$ cat src/include/lc4_cfg.svh
`ifndef LC4_CFG_SVH
`define LC4_CFG_SVH

// data and instruction width
`define LC4_WORD_W 16

// register file geometry
`define LC4_REG_COUNT 8
`define LC4_REG_SEL_W 3

// first fetch address after reset
`define LC4_PC_RESET 16'h8200

// BR with an empty mask, never taken
`define LC4_NOP 16'h0000

`endif

$ cat src/rtl/lc4_isa_pkg.sv
`include "lc4_cfg.svh"

package lc4_isa_pkg;

   typedef logic [`LC4_WORD_W-1:0] word_t;
   typedef logic [`LC4_REG_SEL_W-1:0] reg_sel_t;

   // negative in the msb, positive in the lsb
   typedef logic [2:0] nzp_t;

   // only the opcodes the core decodes
   typedef enum logic [3:0] {
      OP_BR    = 4'b0000,
      OP_ARITH = 4'b0001,
      OP_LOGIC = 4'b0101,
      OP_LDR   = 4'b0110,
      OP_STR   = 4'b0111,
      OP_CONST = 4'b1001
   } opcode_e;

   typedef enum logic [3:0] {
      ALU_ADD,
      ALU_SUB,
      ALU_AND,
      ALU_NOT,
      ALU_OR,
      ALU_XOR,
      ALU_ADD_IMM,
      ALU_AND_IMM,
      ALU_CONST,
      ALU_ADDR,
      ALU_PASS
   } alu_op_e;

   // condition code of a value written to the register file
   function automatic nzp_t nzp_of(word_t value);
      if (value == '0) begin
         return 3'b010;
      end
      return value[$bits(word_t)-1] ? 3'b100 : 3'b001;
   endfunction

endpackage

$ cat src/rtl/lc4_pipe_pkg.sv
package lc4_pipe_pkg;

   // code carried by every pipeline slot up to the trace
   typedef enum logic [1:0] {
      STALL_NONE     = 2'd0,
      STALL_FLUSH    = 2'd2,
      STALL_LOAD_USE = 2'd3
   } stall_e;

endpackage

$ cat src/rtl/lc4_alu.sv
`timescale 1ns/1ps

module lc4_alu import lc4_isa_pkg::*; (
   input  alu_op_e i_op,
   input  word_t   i_pc,
   input  word_t   i_insn,
   input  word_t   i_a,
   input  word_t   i_b,
   output word_t   o_result
);

   word_t imm5;
   word_t imm6;
   word_t imm9;

   assign imm5 = word_t'($signed(i_insn[4:0]));
   assign imm6 = word_t'($signed(i_insn[5:0]));
   assign imm9 = word_t'($signed(i_insn[8:0]));

   always_comb begin
      case (i_op)
         ALU_ADD:     o_result = i_a + i_b;
         ALU_SUB:     o_result = i_a - i_b;
         ALU_AND:     o_result = i_a & i_b;
         ALU_NOT:     o_result = ~i_a;
         ALU_OR:      o_result = i_a | i_b;
         ALU_XOR:     o_result = i_a ^ i_b;
         ALU_ADD_IMM: o_result = i_a + imm5;
         ALU_AND_IMM: o_result = i_a & imm5;
         ALU_CONST:   o_result = imm9;
         ALU_ADDR:    o_result = i_a + imm6;
         // branch target rides on the result
         default:     o_result = i_pc + word_t'(1) + imm9;
      endcase
   end

endmodule

$ cat src/rtl/lc4_core.sv
`timescale 1ns/1ps

module lc4_core import lc4_isa_pkg::*, lc4_pipe_pkg::*; (
   input  logic     gwe,
   input  logic     i_reset,
   output word_t    o_imem_addr,
   input  word_t    i_imem_insn,
   output word_t    o_dmem_addr,
   output word_t    o_dmem_wdata,
   output logic     o_dmem_we,
   input  word_t    i_dmem_rdata,
   output stall_e   o_test_stall,
   output word_t    o_test_pc,
   output word_t    o_test_insn,
   output logic     o_test_rf_we,
   output reg_sel_t o_test_rf_wsel,
   output word_t    o_test_rf_data,
   output logic     o_test_dmem_we,
   output word_t    o_test_dmem_addr,
   output word_t    o_test_dmem_data
);

   // F/D slot
   word_t    d_pc, d_insn;
   stall_e   d_stall;

   // decoded fields and register reads
   reg_sel_t d_rs, d_rt, d_rd;
   logic     d_rs_re, d_rt_re, d_rf_we, d_sets_nzp;
   logic     d_is_load, d_is_store, d_is_branch;
   alu_op_e  d_alu_op;
   word_t    d_rs_data, d_rt_data;
   logic     load_use;

   // redirect and hazard info from X
   logic     flush;
   word_t    branch_target;
   reg_sel_t x_rd;
   logic     x_rf_we, x_is_load;

   // X/M slot
   word_t    m_pc, m_insn, m_result, m_rt_data;
   stall_e   m_stall;
   reg_sel_t m_rd, m_rt;
   logic     m_rf_we, m_sets_nzp, m_is_load, m_is_store;

   // writeback
   reg_sel_t w_rd;
   logic     w_rf_we, w_sets_nzp;
   word_t    w_data;
   nzp_t     nzp;

   lc4_fetch fetch0 (
      .gwe(gwe), .i_reset(i_reset),
      .i_load_use(load_use), .i_flush(flush), .i_branch_target(branch_target),
      .i_imem_insn(i_imem_insn), .o_imem_addr(o_imem_addr),
      .o_d_pc(d_pc), .o_d_insn(d_insn), .o_d_stall(d_stall)
   );

   lc4_decode decode0 (
      .i_insn(d_insn), .i_stall(d_stall),
      .i_x_rd(x_rd), .i_x_rf_we(x_rf_we), .i_x_is_load(x_is_load),
      .o_rs(d_rs), .o_rt(d_rt), .o_rd(d_rd),
      .o_rs_re(d_rs_re), .o_rt_re(d_rt_re), .o_rf_we(d_rf_we), .o_sets_nzp(d_sets_nzp),
      .o_is_load(d_is_load), .o_is_store(d_is_store), .o_is_branch(d_is_branch),
      .o_alu_op(d_alu_op), .o_load_use(load_use)
   );

   lc4_regfile regfile0 (
      .gwe(gwe), .i_reset(i_reset),
      .i_rs(d_rs), .i_rt(d_rt), .o_rs_data(d_rs_data), .o_rt_data(d_rt_data),
      .i_rd(w_rd), .i_wdata(w_data), .i_we(w_rf_we)
   );

   lc4_execute execute0 (
      .gwe(gwe), .i_reset(i_reset),
      .i_d_pc(d_pc), .i_d_insn(d_insn), .i_d_stall(d_stall),
      .i_d_rs(d_rs), .i_d_rt(d_rt), .i_d_rd(d_rd),
      .i_d_rs_re(d_rs_re), .i_d_rt_re(d_rt_re),
      .i_d_rf_we(d_rf_we), .i_d_sets_nzp(d_sets_nzp),
      .i_d_is_load(d_is_load), .i_d_is_store(d_is_store), .i_d_is_branch(d_is_branch),
      .i_d_alu_op(d_alu_op), .i_d_rs_data(d_rs_data), .i_d_rt_data(d_rt_data),
      .i_load_use(load_use),
      .i_w_rd(w_rd), .i_w_rf_we(w_rf_we), .i_w_sets_nzp(w_sets_nzp), .i_w_data(w_data),
      .i_nzp(nzp),
      .o_flush(flush), .o_branch_target(branch_target),
      .o_x_rd(x_rd), .o_x_rf_we(x_rf_we), .o_x_is_load(x_is_load),
      .o_m_pc(m_pc), .o_m_insn(m_insn), .o_m_stall(m_stall),
      .o_m_rd(m_rd), .o_m_rt(m_rt), .o_m_rf_we(m_rf_we), .o_m_sets_nzp(m_sets_nzp),
      .o_m_is_load(m_is_load), .o_m_is_store(m_is_store),
      .o_m_result(m_result), .o_m_rt_data(m_rt_data)
   );

   lc4_memwb memwb0 (
      .gwe(gwe), .i_reset(i_reset),
      .i_m_pc(m_pc), .i_m_insn(m_insn), .i_m_stall(m_stall),
      .i_m_rd(m_rd), .i_m_rt(m_rt), .i_m_rf_we(m_rf_we), .i_m_sets_nzp(m_sets_nzp),
      .i_m_is_load(m_is_load), .i_m_is_store(m_is_store),
      .i_m_result(m_result), .i_m_rt_data(m_rt_data),
      .i_dmem_rdata(i_dmem_rdata), .o_dmem_addr(o_dmem_addr),
      .o_dmem_we(o_dmem_we), .o_dmem_wdata(o_dmem_wdata),
      .o_w_rd(w_rd), .o_w_rf_we(w_rf_we), .o_w_sets_nzp(w_sets_nzp),
      .o_w_data(w_data), .o_nzp(nzp),
      .o_test_stall(o_test_stall), .o_test_pc(o_test_pc), .o_test_insn(o_test_insn),
      .o_test_rf_we(o_test_rf_we), .o_test_rf_wsel(o_test_rf_wsel),
      .o_test_rf_data(o_test_rf_data),
      .o_test_dmem_we(o_test_dmem_we), .o_test_dmem_addr(o_test_dmem_addr),
      .o_test_dmem_data(o_test_dmem_data)
   );

endmodule

$ cat src/rtl/lc4_decode.sv
`timescale 1ns/1ps

module lc4_decode import lc4_isa_pkg::*, lc4_pipe_pkg::*; (
   input  word_t    i_insn,
   input  stall_e   i_stall,
   input  reg_sel_t i_x_rd,
   input  logic     i_x_rf_we,
   input  logic     i_x_is_load,
   output reg_sel_t o_rs,
   output reg_sel_t o_rt,
   output reg_sel_t o_rd,
   output logic     o_rs_re,
   output logic     o_rt_re,
   output logic     o_rf_we,
   output logic     o_sets_nzp,
   output logic     o_is_load,
   output logic     o_is_store,
   output logic     o_is_branch,
   output alu_op_e  o_alu_op,
   output logic     o_load_use
);

   opcode_e opcode;

   assign opcode = opcode_e'(i_insn[15:12]);

   always_comb begin
      o_rs        = i_insn[8:6];
      o_rt        = i_insn[2:0];
      o_rd        = i_insn[11:9];
      o_is_load   = 1'b0;
      o_is_store  = 1'b0;
      o_is_branch = 1'b0;
      o_alu_op    = ALU_PASS;
      case (opcode)
         OP_BR: begin
            o_is_branch = 1'b1;
         end
         OP_ARITH: begin
            // MUL and DIV stay as NOPs
            if (i_insn[5]) begin
               o_alu_op = ALU_ADD_IMM;
            end else if (i_insn[4:3] == 2'b00) begin
               o_alu_op = ALU_ADD;
            end else if (i_insn[4:3] == 2'b10) begin
               o_alu_op = ALU_SUB;
            end
         end
         OP_LOGIC: begin
            if (i_insn[5]) begin
               o_alu_op = ALU_AND_IMM;
            end else begin
               case (i_insn[4:3])
                  2'b00:   o_alu_op = ALU_AND;
                  2'b01:   o_alu_op = ALU_NOT;
                  2'b10:   o_alu_op = ALU_OR;
                  default: o_alu_op = ALU_XOR;
               endcase
            end
         end
         OP_LDR: begin
            o_alu_op  = ALU_ADDR;
            o_is_load = 1'b1;
         end
         OP_STR: begin
            o_alu_op   = ALU_ADDR;
            o_is_store = 1'b1;
            o_rt       = i_insn[11:9];
         end
         OP_CONST: begin
            o_alu_op = ALU_CONST;
         end
         default: begin
         end
      endcase

      // anything with a real ALU op writes rd, stores excepted
      o_rf_we    = (o_alu_op != ALU_PASS) && !o_is_store;
      o_sets_nzp = o_rf_we;
      o_rs_re    = !(o_alu_op inside {ALU_PASS, ALU_CONST});
      o_rt_re    = (o_alu_op inside {ALU_ADD, ALU_SUB, ALU_AND, ALU_OR, ALU_XOR}) || o_is_store;
   end

   // store data comes through the WM bypass, so its rt never stalls
   assign o_load_use = (i_stall == STALL_NONE) && i_x_is_load && i_x_rf_we &&
                       ((o_rs_re && o_rs == i_x_rd) ||
                        (o_rt_re && !o_is_store && o_rt == i_x_rd) ||
                        o_is_branch);

endmodule

$ cat src/rtl/lc4_execute.sv
`timescale 1ns/1ps

`include "lc4_cfg.svh"

module lc4_execute import lc4_isa_pkg::*, lc4_pipe_pkg::*; (
   input  logic     gwe,
   input  logic     i_reset,
   input  word_t    i_d_pc,
   input  word_t    i_d_insn,
   input  stall_e   i_d_stall,
   input  reg_sel_t i_d_rs,
   input  reg_sel_t i_d_rt,
   input  reg_sel_t i_d_rd,
   input  logic     i_d_rs_re,
   input  logic     i_d_rt_re,
   input  logic     i_d_rf_we,
   input  logic     i_d_sets_nzp,
   input  logic     i_d_is_load,
   input  logic     i_d_is_store,
   input  logic     i_d_is_branch,
   input  alu_op_e  i_d_alu_op,
   input  word_t    i_d_rs_data,
   input  word_t    i_d_rt_data,
   input  logic     i_load_use,
   input  reg_sel_t i_w_rd,
   input  logic     i_w_rf_we,
   input  logic     i_w_sets_nzp,
   input  word_t    i_w_data,
   input  nzp_t     i_nzp,
   output logic     o_flush,
   output word_t    o_branch_target,
   output reg_sel_t o_x_rd,
   output logic     o_x_rf_we,
   output logic     o_x_is_load,
   output word_t    o_m_pc,
   output word_t    o_m_insn,
   output stall_e   o_m_stall,
   output reg_sel_t o_m_rd,
   output reg_sel_t o_m_rt,
   output logic     o_m_rf_we,
   output logic     o_m_sets_nzp,
   output logic     o_m_is_load,
   output logic     o_m_is_store,
   output word_t    o_m_result,
   output word_t    o_m_rt_data
);

   word_t    x_pc, x_insn, x_rs_data, x_rt_data;
   stall_e   x_stall;
   reg_sel_t x_rs, x_rt, x_rd;
   logic     x_rs_re, x_rt_re, x_rf_we, x_sets_nzp;
   logic     x_is_load, x_is_store, x_is_branch;
   alu_op_e  x_alu_op;
   word_t    op_a, op_b, alu_result;
   logic     m_alu_wr;
   nzp_t     cur_nzp;

   // D/X latch, control side takes the bubbles
   always_ff @(posedge gwe) begin
      if (i_reset || o_flush || i_load_use) begin
         x_stall     <= (i_reset || o_flush) ? STALL_FLUSH : STALL_LOAD_USE;
         x_insn      <= `LC4_NOP;
         x_rs_re     <= 1'b0;
         x_rt_re     <= 1'b0;
         x_rf_we     <= 1'b0;
         x_sets_nzp  <= 1'b0;
         x_is_load   <= 1'b0;
         x_is_store  <= 1'b0;
         x_is_branch <= 1'b0;
         x_alu_op    <= ALU_PASS;
      end else begin
         x_stall     <= i_d_stall;
         x_insn      <= i_d_insn;
         x_rs_re     <= i_d_rs_re;
         x_rt_re     <= i_d_rt_re;
         x_rf_we     <= i_d_rf_we;
         x_sets_nzp  <= i_d_sets_nzp;
         x_is_load   <= i_d_is_load;
         x_is_store  <= i_d_is_store;
         x_is_branch <= i_d_is_branch;
         x_alu_op    <= i_d_alu_op;
      end
   end

   always_ff @(posedge gwe) begin
      x_pc      <= i_d_pc;
      x_rs      <= i_d_rs;
      x_rt      <= i_d_rt;
      x_rd      <= i_d_rd;
      x_rs_data <= i_d_rs_data;
      x_rt_data <= i_d_rt_data;
   end

   // a load in M only has its address, the stall keeps consumers away
   assign m_alu_wr = o_m_rf_we && !o_m_is_load;

   // MX ahead of WX
   always_comb begin
      if (x_rs_re && m_alu_wr && o_m_rd == x_rs) begin
         op_a = o_m_result;
      end else if (x_rs_re && i_w_rf_we && i_w_rd == x_rs) begin
         op_a = i_w_data;
      end else begin
         op_a = x_rs_data;
      end
   end

   always_comb begin
      if (x_rt_re && m_alu_wr && o_m_rd == x_rt) begin
         op_b = o_m_result;
      end else if (x_rt_re && i_w_rf_we && i_w_rd == x_rt) begin
         op_b = i_w_data;
      end else begin
         op_b = x_rt_data;
      end
   end

   lc4_alu alu0 (
      .i_op(x_alu_op), .i_pc(x_pc), .i_insn(x_insn),
      .i_a(op_a), .i_b(op_b), .o_result(alu_result)
   );

   // codes of the youngest older producer still in flight
   always_comb begin
      if (o_m_sets_nzp && !o_m_is_load) begin
         cur_nzp = nzp_of(o_m_result);
      end else if (i_w_sets_nzp) begin
         cur_nzp = nzp_of(i_w_data);
      end else begin
         cur_nzp = i_nzp;
      end
   end

   assign o_flush         = x_is_branch && |(x_insn[11:9] & cur_nzp);
   assign o_branch_target = alu_result;
   assign o_x_rd          = x_rd;
   assign o_x_rf_we       = x_rf_we;
   assign o_x_is_load     = x_is_load;

   // X/M latch
   always_ff @(posedge gwe) begin
      if (i_reset) begin
         o_m_stall    <= STALL_FLUSH;
         o_m_insn     <= `LC4_NOP;
         o_m_rf_we    <= 1'b0;
         o_m_sets_nzp <= 1'b0;
         o_m_is_load  <= 1'b0;
         o_m_is_store <= 1'b0;
      end else begin
         o_m_stall    <= x_stall;
         o_m_insn     <= x_insn;
         o_m_rf_we    <= x_rf_we;
         o_m_sets_nzp <= x_sets_nzp;
         o_m_is_load  <= x_is_load;
         o_m_is_store <= x_is_store;
      end
   end

   always_ff @(posedge gwe) begin
      o_m_pc      <= x_pc;
      o_m_rd      <= x_rd;
      o_m_rt      <= x_rt;
      o_m_result  <= alu_result;
      o_m_rt_data <= op_b;
   end

endmodule

$ cat src/rtl/lc4_fetch.sv
`timescale 1ns/1ps

`include "lc4_cfg.svh"

module lc4_fetch import lc4_isa_pkg::*, lc4_pipe_pkg::*; (
   input  logic   gwe,
   input  logic   i_reset,
   input  logic   i_load_use,
   input  logic   i_flush,
   input  word_t  i_branch_target,
   input  word_t  i_imem_insn,
   output word_t  o_imem_addr,
   output word_t  o_d_pc,
   output word_t  o_d_insn,
   output stall_e o_d_stall
);

   word_t pc;
   word_t pc_next;

   // predict not taken, redirect when X resolves a taken branch
   always_comb begin
      if (i_flush) begin
         pc_next = i_branch_target;
      end else if (i_load_use) begin
         pc_next = pc;
      end else begin
         pc_next = pc + word_t'(1);
      end
   end

   always_ff @(posedge gwe) begin
      if (i_reset) begin
         pc <= `LC4_PC_RESET;
      end else begin
         pc <= pc_next;
      end
   end

   assign o_imem_addr = pc;

   // F/D latch, wrong-path fetch becomes a flush bubble
   always_ff @(posedge gwe) begin
      if (i_reset || i_flush) begin
         o_d_insn  <= `LC4_NOP;
         o_d_stall <= STALL_FLUSH;
      end else if (!i_load_use) begin
         o_d_insn  <= i_imem_insn;
         o_d_stall <= STALL_NONE;
      end
   end

   always_ff @(posedge gwe) begin
      if (!i_load_use) begin
         o_d_pc <= pc;
      end
   end

endmodule

$ cat src/rtl/lc4_memwb.sv
`timescale 1ns/1ps

`include "lc4_cfg.svh"

module lc4_memwb import lc4_isa_pkg::*, lc4_pipe_pkg::*; (
   input  logic     gwe,
   input  logic     i_reset,
   input  word_t    i_m_pc,
   input  word_t    i_m_insn,
   input  stall_e   i_m_stall,
   input  reg_sel_t i_m_rd,
   input  reg_sel_t i_m_rt,
   input  logic     i_m_rf_we,
   input  logic     i_m_sets_nzp,
   input  logic     i_m_is_load,
   input  logic     i_m_is_store,
   input  word_t    i_m_result,
   input  word_t    i_m_rt_data,
   input  word_t    i_dmem_rdata,
   output word_t    o_dmem_addr,
   output logic     o_dmem_we,
   output word_t    o_dmem_wdata,
   output reg_sel_t o_w_rd,
   output logic     o_w_rf_we,
   output logic     o_w_sets_nzp,
   output word_t    o_w_data,
   output nzp_t     o_nzp,
   output stall_e   o_test_stall,
   output word_t    o_test_pc,
   output word_t    o_test_insn,
   output logic     o_test_rf_we,
   output reg_sel_t o_test_rf_wsel,
   output word_t    o_test_rf_data,
   output logic     o_test_dmem_we,
   output word_t    o_test_dmem_addr,
   output word_t    o_test_dmem_data
);

   logic  w_is_load;
   logic  w_is_store;
   word_t w_result;
   word_t w_rdata;
   word_t w_sdata;

   // W is always the instruction right before M, so its value is the newest
   assign o_dmem_wdata = (o_w_rf_we && o_w_rd == i_m_rt) ? o_w_data : i_m_rt_data;
   assign o_dmem_we    = i_m_is_store;
   assign o_dmem_addr  = (i_m_is_load || i_m_is_store) ? i_m_result : '0;

   // M/W latch
   always_ff @(posedge gwe) begin
      if (i_reset) begin
         o_test_stall <= STALL_FLUSH;
         o_test_insn  <= `LC4_NOP;
         o_w_rf_we    <= 1'b0;
         o_w_sets_nzp <= 1'b0;
         w_is_load    <= 1'b0;
         w_is_store   <= 1'b0;
      end else begin
         o_test_stall <= i_m_stall;
         o_test_insn  <= i_m_insn;
         o_w_rf_we    <= i_m_rf_we;
         o_w_sets_nzp <= i_m_sets_nzp;
         w_is_load    <= i_m_is_load;
         w_is_store   <= i_m_is_store;
      end
   end

   always_ff @(posedge gwe) begin
      o_test_pc <= i_m_pc;
      o_w_rd    <= i_m_rd;
      w_result  <= i_m_result;
      w_rdata   <= i_dmem_rdata;
      w_sdata   <= o_dmem_wdata;
   end

   assign o_w_data = w_is_load ? w_rdata : w_result;

   always_ff @(posedge gwe) begin
      if (i_reset) begin
         o_nzp <= '0;
      end else if (o_w_sets_nzp) begin
         o_nzp <= nzp_of(o_w_data);
      end
   end

   // trace of the retiring slot
   assign o_test_rf_we     = o_w_rf_we;
   assign o_test_rf_wsel   = o_w_rd;
   assign o_test_rf_data   = o_w_data;
   assign o_test_dmem_we   = w_is_store;
   assign o_test_dmem_addr = (w_is_load || w_is_store) ? w_result : '0;
   assign o_test_dmem_data = w_is_store ? w_sdata : (w_is_load ? w_rdata : '0);

endmodule

$ cat src/rtl/lc4_regfile.sv
`timescale 1ns/1ps

`include "lc4_cfg.svh"

module lc4_regfile import lc4_isa_pkg::*; (
   input  logic     gwe,
   input  logic     i_reset,
   input  reg_sel_t i_rs,
   input  reg_sel_t i_rt,
   output word_t    o_rs_data,
   output word_t    o_rt_data,
   input  reg_sel_t i_rd,
   input  word_t    i_wdata,
   input  logic     i_we
);

   word_t regs [`LC4_REG_COUNT];

   always_ff @(posedge gwe) begin
      if (i_reset) begin
         for (int i = 0; i < `LC4_REG_COUNT; i++) begin
            regs[i] <= '0;
         end
      end else if (i_we) begin
         regs[i_rd] <= i_wdata;
      end
   end

   // write-through covers the W to D distance
   assign o_rs_data = (i_we && i_rd == i_rs) ? i_wdata : regs[i_rs];
   assign o_rt_data = (i_we && i_rd == i_rt) ? i_wdata : regs[i_rt];

endmodule

$ cat config.mk
export PLATFORM = sky130hd
export DESIGN_NAME = lc4_core
export DESIGN_NICKNAME = d
export VERILOG_FILES = /design/src/rtl/lc4_isa_pkg.sv /design/src/rtl/lc4_pipe_pkg.sv /design/src/rtl/lc4_alu.sv /design/src/rtl/lc4_core.sv /design/src/rtl/lc4_decode.sv /design/src/rtl/lc4_execute.sv /design/src/rtl/lc4_fetch.sv /design/src/rtl/lc4_memwb.sv /design/src/rtl/lc4_regfile.sv
export VERILOG_INCLUDE_DIRS = /design/src /design/src/include
export SDC_FILE = /design/constraint.sdc
export NUM_CORES = 1
export LEC_CHECK = 0
export BUFFER_PORTS_ARGS = -buffer_cell sky130_fd_sc_hd__clkbuf_2
export CAP_MARGIN = 20
export CORE_ASPECT_RATIO = 1.2
export CORE_MARGIN = 2
export CORE_UTILIZATION = 35
export DETAILED_ROUTE_END_ITERATION = 10
export PLACE_DENSITY_LB_ADDON = 0.2
export SKIP_LAST_GASP = 1
export SLEW_MARGIN = 20
export SYNTH_ARGS = -nofsm -noshare
export SYNTH_HDL_FRONTEND = slang
export SYNTH_HIERARCHICAL = 1
export SYNTH_SLANG_ARGS = --single-unit
$ cat constraint.sdc
create_clock -name gwe -period 8.95 [get_ports gwe]
set_input_delay 0.4475 -clock gwe [delete_from_list [all_inputs] [get_ports gwe]]
set_output_delay 0.4475 -clock gwe [all_outputs]
set_load 0.02 [all_outputs]
==> results of run 1 <==
## through the flow
| stage | hold WS [ns] | total power, uW | instance area, um^2 | instances |
|---|---|---|---|---|
| 2_1_floorplan | 0.310 | 2870 | 20900 | 1898 |
| 3_3_place_gp | 0.310 | 3240 | 22500 | 2785 |
| 3_5_place_dp | 0.312 | 3250 | 22500 | 2787 |
| 4_1_cts | 0.0570 | 5210 | 24200 | 2888 |
| 5_1_grt | 0.0713 | 5370 | 24200 | 2888 |
| 6_report | 0.0827 | 5170 | 24200 | 2888 |
## area by class of cell
class | instances | share of cell area
repair buffers | 234 | 0.0574
clock inverters | 21 | 0.00858
multi-input cells | 1269 | 0.410
flip-flops and latches | 431 | 0.416
inverters | 69 | 0.0107
well taps | 800 | 0.0413
clock buffers | 64 | 0.0558
## cell usage in the layout (no fill, tap or decap), types with 11 or more instances in the layout
| cell type | count |
|---|---|
| a21oi_1 | 59 |
| edfxtp_1 | 144 |
| or2_2 | 16 |
| clkbuf_2 | 169 |
| clkbuf_16 | 48 |
| ha_1 | 49 |
| o22ai_1 | 13 |
| mux2i_1 | 58 |
| mux2_4 | 11 |
| nand2b_1 | 21 |
| mux2_2 | 71 |
| a211oi_1 | 20 |
| dlygate4sd3_1 | 16 |
| nor3_1 | 28 |
| inv_1 | 68 |
| clkinv_2 | 12 |
| nor2b_1 | 65 |
| nor4_1 | 19 |
| buf_4 | 47 |
| nand4_1 | 34 |
| xor2_1 | 18 |
| nor2_1 | 103 |
| o21ai_0 | 127 |
| dfxtp_1 | 286 |
| o21ai_1 | 17 |
| and2_1 | 130 |
| nand3_1 | 48 |
| nand2_1 | 106 |
| mux4_1 | 60 |
| xnor2_1 | 45 |
## routing by layer
layer | part of all wire | vias up | GRT usage | routed length, um
li1 | - | 7207 | - | -
met4 | 0.045 | 0 | 0.0960 | 3050
met3 | 0.040 | 128 | 0.0246 | 2720
met2 | 0.51 | 438 | 0.382 | 34300
met5 | 0 | - | 0 | 0
met1 | 0.41 | 7604 | 0.257 | 27300
## power breakdown
group	internal, uW	switching [uW]	total (uW)
registers	2170	145	2320
clock network	1120	829	1950
logic	333	571	904
## tightest hold or removal path: cells and delay by family
kind / cells / cell delay [ns]
muxes: 1 / 0.05
buffers and inverters: 1 / 0.07
and+or+nand+nor: 1 / 0.07
## cell families (layout without fill, tap and decap cells)
logic type / after synthesis / count (layout) / synth area share
simple gates: 632 / 632 / 0.168
mux: 204 / 204 / 0.153
fa+ha+maj: 51 / 51 / 0.0312
other cells: 1 / 1 / 0.000179
buf+inv: 198 / 388 / 0.0464
xor+xnor: 63 / 63 / 0.0264
compound gates: 318 / 318 / 0.0935
flops: 431 / 431 / 0.481
## path summary, 6_finish.rpt
check        cells past startpoint  slack, ns                     start                      to
max                             21       2.51  memwb0/o_test_rf_wsel[1]  fetch0/o_imem_addr[14]
min                              3       0.08           i_imem_insn[15]     fetch0/o_d_insn[15]
max reg2reg                     21       2.51  memwb0/o_test_rf_wsel[1]  fetch0/o_imem_addr[14]
min reg2reg                      0       0.33        execute0/o_m_pc[6]     memwb0/o_test_pc[6]
==> flow_metrics.tcl, run 1 <==
set metrics [dict create \
    cp_max_fo 16 \
    top_register "regfile0/regs" \
    clock-sinks 431 \
    gp_congestion 0.913 \
    seqCellArea_um2 10100 \
    ys_top_cells_by_area "dfxtp_1 27%, edfxtp_1 21%, mux4_1 7.5%, and2_1 3.9%, mux2_2 3.8%" \
    antenna_cells 0 \
    ys_seq_area_frac 0.481 \
    cpMaxStageDelayCell "nor3_4" \
    tns_ns 0 \
    rows 98 \
    synthesis.instances 1898 \
    cap_violations 0 \
    drc 0 \
    synth_top_area_frac 0.274 \
    numCtsBuffers 46 \
    avgSynthCellArea_um2 11.0 \
    die_h_um 272 \
    cpLargestDelayFamily "simple AND/OR/NAND/NOR gates" \
    hp-class "in -> reg" \
    ant_nets 0 \
    ys_warn_count 6 \
    p_per_area_nw_per_um2 214 \
    initialDrtViolationCount 943 \
    synth_top_area_cell "dfxtp_1" \
    wire_per_inst_um 23.3 \
    p_leak_uw 0.00952 \
    finalCritPeriodShare 0.720 \
    relSlewSlack 0.280 \
    grt_overflow 0 \
    yosysMostFrequentCell "dfxtp_1" \
    drive_gt1_frac 0.207 \
    worstSetupEndpointType "register" \
    cp.required_ns 9.36 \
    grtUsageTotal 0.214 \
    worst_skew_pair.late_latency_ns 0.60 \
    synth_nets 1983 \
    rsz0062_at_grt "false" \
    fin_worst_skew_ns 0.0291 \
    pre_cts_ws_ns 2.65 \
    cp_cell_sequence "xnor2_1 > nand3_1 > nor3_4 > mux2i_1 > o21ai_0 > inv_1 > ha_1 > nand2_1 > nor4_1 > nand2_1 > a221o_1 > ha_1 > nand3_1 > a2111oi_0 > nor4_1 > o21bai_1 > a21oi_1 > xnor2_1 > a221o_1 > nor2_1 > a311oi_1" \
    initial_utilization 0.353 \
    grt_pass1_wl_mm 97.8 \
    critical_path_arrival_ns 6.86 \
    postLayoutCoreUtil 0.408 \
    worst-path-buf-inv 1 \
    port_buffers 169 \
    peakVddDrop_mv 0.122 \
    tightest_slew_ns 1.08 \
    place_hpwl_mm 48.0 \
    synth-async-reset-ratio 0 \
    grt_max_degree 54 \
    slowest_delay_ns 0.82 \
    cts_max_level 2 \
    fin_crit_ns 6.44 \
    ys_ff_latch 431 \
    dr.pass1.iters 5 \
    viasPerCell 5.32 \
    hold_buffers 16 \
    antenna_found_initial 1 \
    ctsResizeCount 0 \
    status "completed" \
    syn_to_final_growth_pct 15.7 \
    synth_edf_count 144 \
    core_region_area_um2 59300 \
    cts_root_buffer "clkbuf_16" \
    die-width_um 227 \
    grt_pass1_vias 15000 \
    syn_area_um2 20900 \
    wl_mm 67.3 \
    max_freq_mhz 155 \
    fill_cells 5747 \
    dieArea_um2 61800 \
    postCtsSetupRepairBufs 0 \
    multi_input_area_um2 9940 \
    ctsLongestPathBuffers 3 \
    num_vias 15400 \
    synthDistinctLibCells 93 \
    yosys_most_used_dff "dfxtp_1" \
    start_kind "register" \
    tritoncts "done" \
    ios 170 \
    fin_nets 2136 \
    cts.clk_slew.worst_paths_ns 0.06 \
    slew_violations 0 \
    yosys-top-cells-count "287 x dfxtp_1, 144 x edfxtp_1, 142 x o21ai_0" \
    final.setup.worst_slack_ns 2.51 \
    largest_reg_flops 128 \
    criticalPathCategory "reg -> reg" \
    finalHoldViolCount 0 \
    setup_viol 0 \
]
No activity file was read; power rests on OpenSTA's default activity.
==> run 2, diff against run 1 <==
==> constraint.sdc (replaced) <==
create_clock -name gwe -period 5.5 [get_ports gwe]
set_input_delay 0.275 -clock gwe [delete_from_list [all_inputs] [get_ports gwe]]
set_output_delay 0.275 -clock gwe [all_outputs]
set_load 0.02 [all_outputs]
==> flow_metrics.tcl, run 2 (synthesized netlist as in run 1, its figures left out) <==
set metrics [dict create \
    grt_pass1_vias 15400 \
    fill_cells 5798 \
    relSlewSlack 0.229 \
    cts_max_level 2 \
    wl_met2_mm 33.6 \
    cts.clk_slew.worst_paths_ns 0.06 \
    die-width_um 227 \
    top_register "regfile0/regs" \
    grt_overflow 0 \
    worstSetupEndpointType "register" \
    criticalPathCategory "reg -> reg" \
    drive_gt1_frac 0.216 \
    cp.required_ns 5.93 \
    die_h_um 272 \
    port_buffers 169 \
    wire_per_inst_um 23.0 \
    status "completed" \
    dieArea_um2 61800 \
    gp_congestion 0.952 \
    cap_violations 0 \
    place_hpwl_mm 48.3 \
    finalCritPeriodShare 0.926 \
    tns_ns 0 \
    ios 170 \
    p_clk_frac 0.371 \
    core_region_area_um2 59300 \
    syn_to_final_growth_pct 17.6 \
    setup_viol 0 \
    tritoncts "done" \
    combPwrFrac 0.186 \
    wl_met1_mm 27.2 \
    ant_nets 0 \
    wl_mm 67.4 \
    slew_violations 0 \
    grtUsageTotal 0.215 \
    stdcell_count 2936 \
    mostFrequentLayoutCells "286 x dfxtp_1, 169 x clkbuf_2, 144 x edfxtp_1" \
    rows 98 \
    start_kind "register" \
    antenna_found_initial 2 \
    place_area_um2 22700 \
    numCtsBuffers 45 \
    final_common_cell "dfxtp_1" \
    p_total_uw 8440 \
    peakVddDrop_mv 0.217 \
    critical_path_arrival_ns 5.53 \
    top_layer "met4" \
    cts_root_buffer "clkbuf_16" \
    clock-sinks 431 \
    p_sw_uw 2500 \
    internal_power_uw 5950 \
    stdcell_area_um2 24600 \
    dp.cells 2821 \
    postLayoutCoreUtil 0.415 \
    switching_share 0.296 \
    largest_reg_flops 128 \
    tightest_slew_ns 1.14 \
    ctsLongestPathBuffers 3 \
    worst_skew_pair.late_latency_ns 0.60 \
    grt_max_degree 51 \
    fin_nets 2185 \
    cp_max_fo 12 \
    fin_worst_skew_ns 0.0231 \
    max_freq_mhz 196 \
    rsz0062_at_grt "false" \
    drc 0 \
    fin_crit_ns 5.09 \
    finalHoldViolCount 0 \
    num_vias 15400 \
    p_leak_uw 0.00973 \
    initialDrtViolationCount 926 \
    hp-class "in -> reg" \
    initial_utilization 0.353 \
    grt_pass1_wl_mm 98.0 \
    dr.pass1.iters 5 \
    seqPwrFrac 0.442 \
    dr_wl_met3_mm 3.21 \
    viasPerCell 5.25 \
    p_per_area_nw_per_um2 343 \
]
## run 2: through the flow
stage	setup WS [ns]	hold WS, ns
floorplan	0.603	0.303
global placement	0.240	0.310
detailed placement	0.170	0.312
CTS	0.120	0.289
global route	0.00428	0.326
finish	0.407	0.320
## run 2: metal layers
| layer | up-vias | track usage |
|---|---|---|
| li1 | 7314 | - |
| met1 | 7476 | 0.257 |
| met2 | 475 | 0.379 |
| met3 | 151 | 0.0275 |
| met4 | 0 | 0.103 |
| met5 | - | 0 |
## run 2: what timing repair did
item | 4_1_cts | 5_1_grt
setup buffers | 0 | 0
gates resized for setup | 0 | 8
hold endpoints to repair | 32 | 0
setup endpoints to repair | 0 | 10
hold buffers | 32 | 0
## run 2: critical path, cell delays in order (launching register included)
cell and delay (ns):
dfxtp_1 0.37, xnor2_1 0.13, nand3_1 0.15, nor3_4 0.30
buf_4 0.32, mux2i_1 0.20, o21ai_0 0.11, or3_4 0.45
nor4_2 0.33, nand2_1 0.12, a221o_1 0.35, ha_1 0.38
nand3_1 0.11, a2111oi_0 0.50, nor4_1 0.15, o21bai_1 0.18
a21oi_1 0.10, xnor2_1 0.14, a221o_1 0.35, nor2_1 0.13
a311oi_1 0.06
## run 2: path summary, 6_finish.rpt
path | start | endpoint | slack (ns) | cells after the start
setup / recovery | execute0/x_rt[1] | fetch0/o_imem_addr[14] | 0.41 | 20
hold / removal | i_reset | execute0/o_m_insn[15] | 0.32 | 2
setup reg to reg | execute0/x_rt[1] | fetch0/o_imem_addr[14] | 0.41 | 20
hold reg to reg | execute0/o_m_pc[12] | memwb0/o_test_pc[12] | 0.32 | 0
## run 2: power groups by stage
stage	Sequential, uW	Combinational (uW)	Clock [uW]
floorplan	3720	948	0
global placement	3800	1530	0
detailed placement	3800	1530	0
CTS	3730	1560	3220
global route	3750	1690	3330
finish	3730	1570	3140
## run 2: cell type report
type / count / area [um^2] / share of cell area
clock inverter: 22 / 293 / 0.0119
sequential: 431 / 10100 / 0.409
clock buffer: 60 / 1230 / 0.0501
tap: 800 / 1000 / 0.0407
multi-input combinational: 1269 / 9960 / 0.405
antenna: 1 / 2.50 / 0.000102
timing repair buffer: 284 / 1790 / 0.0728
inverter: 69 / 259 / 0.0105
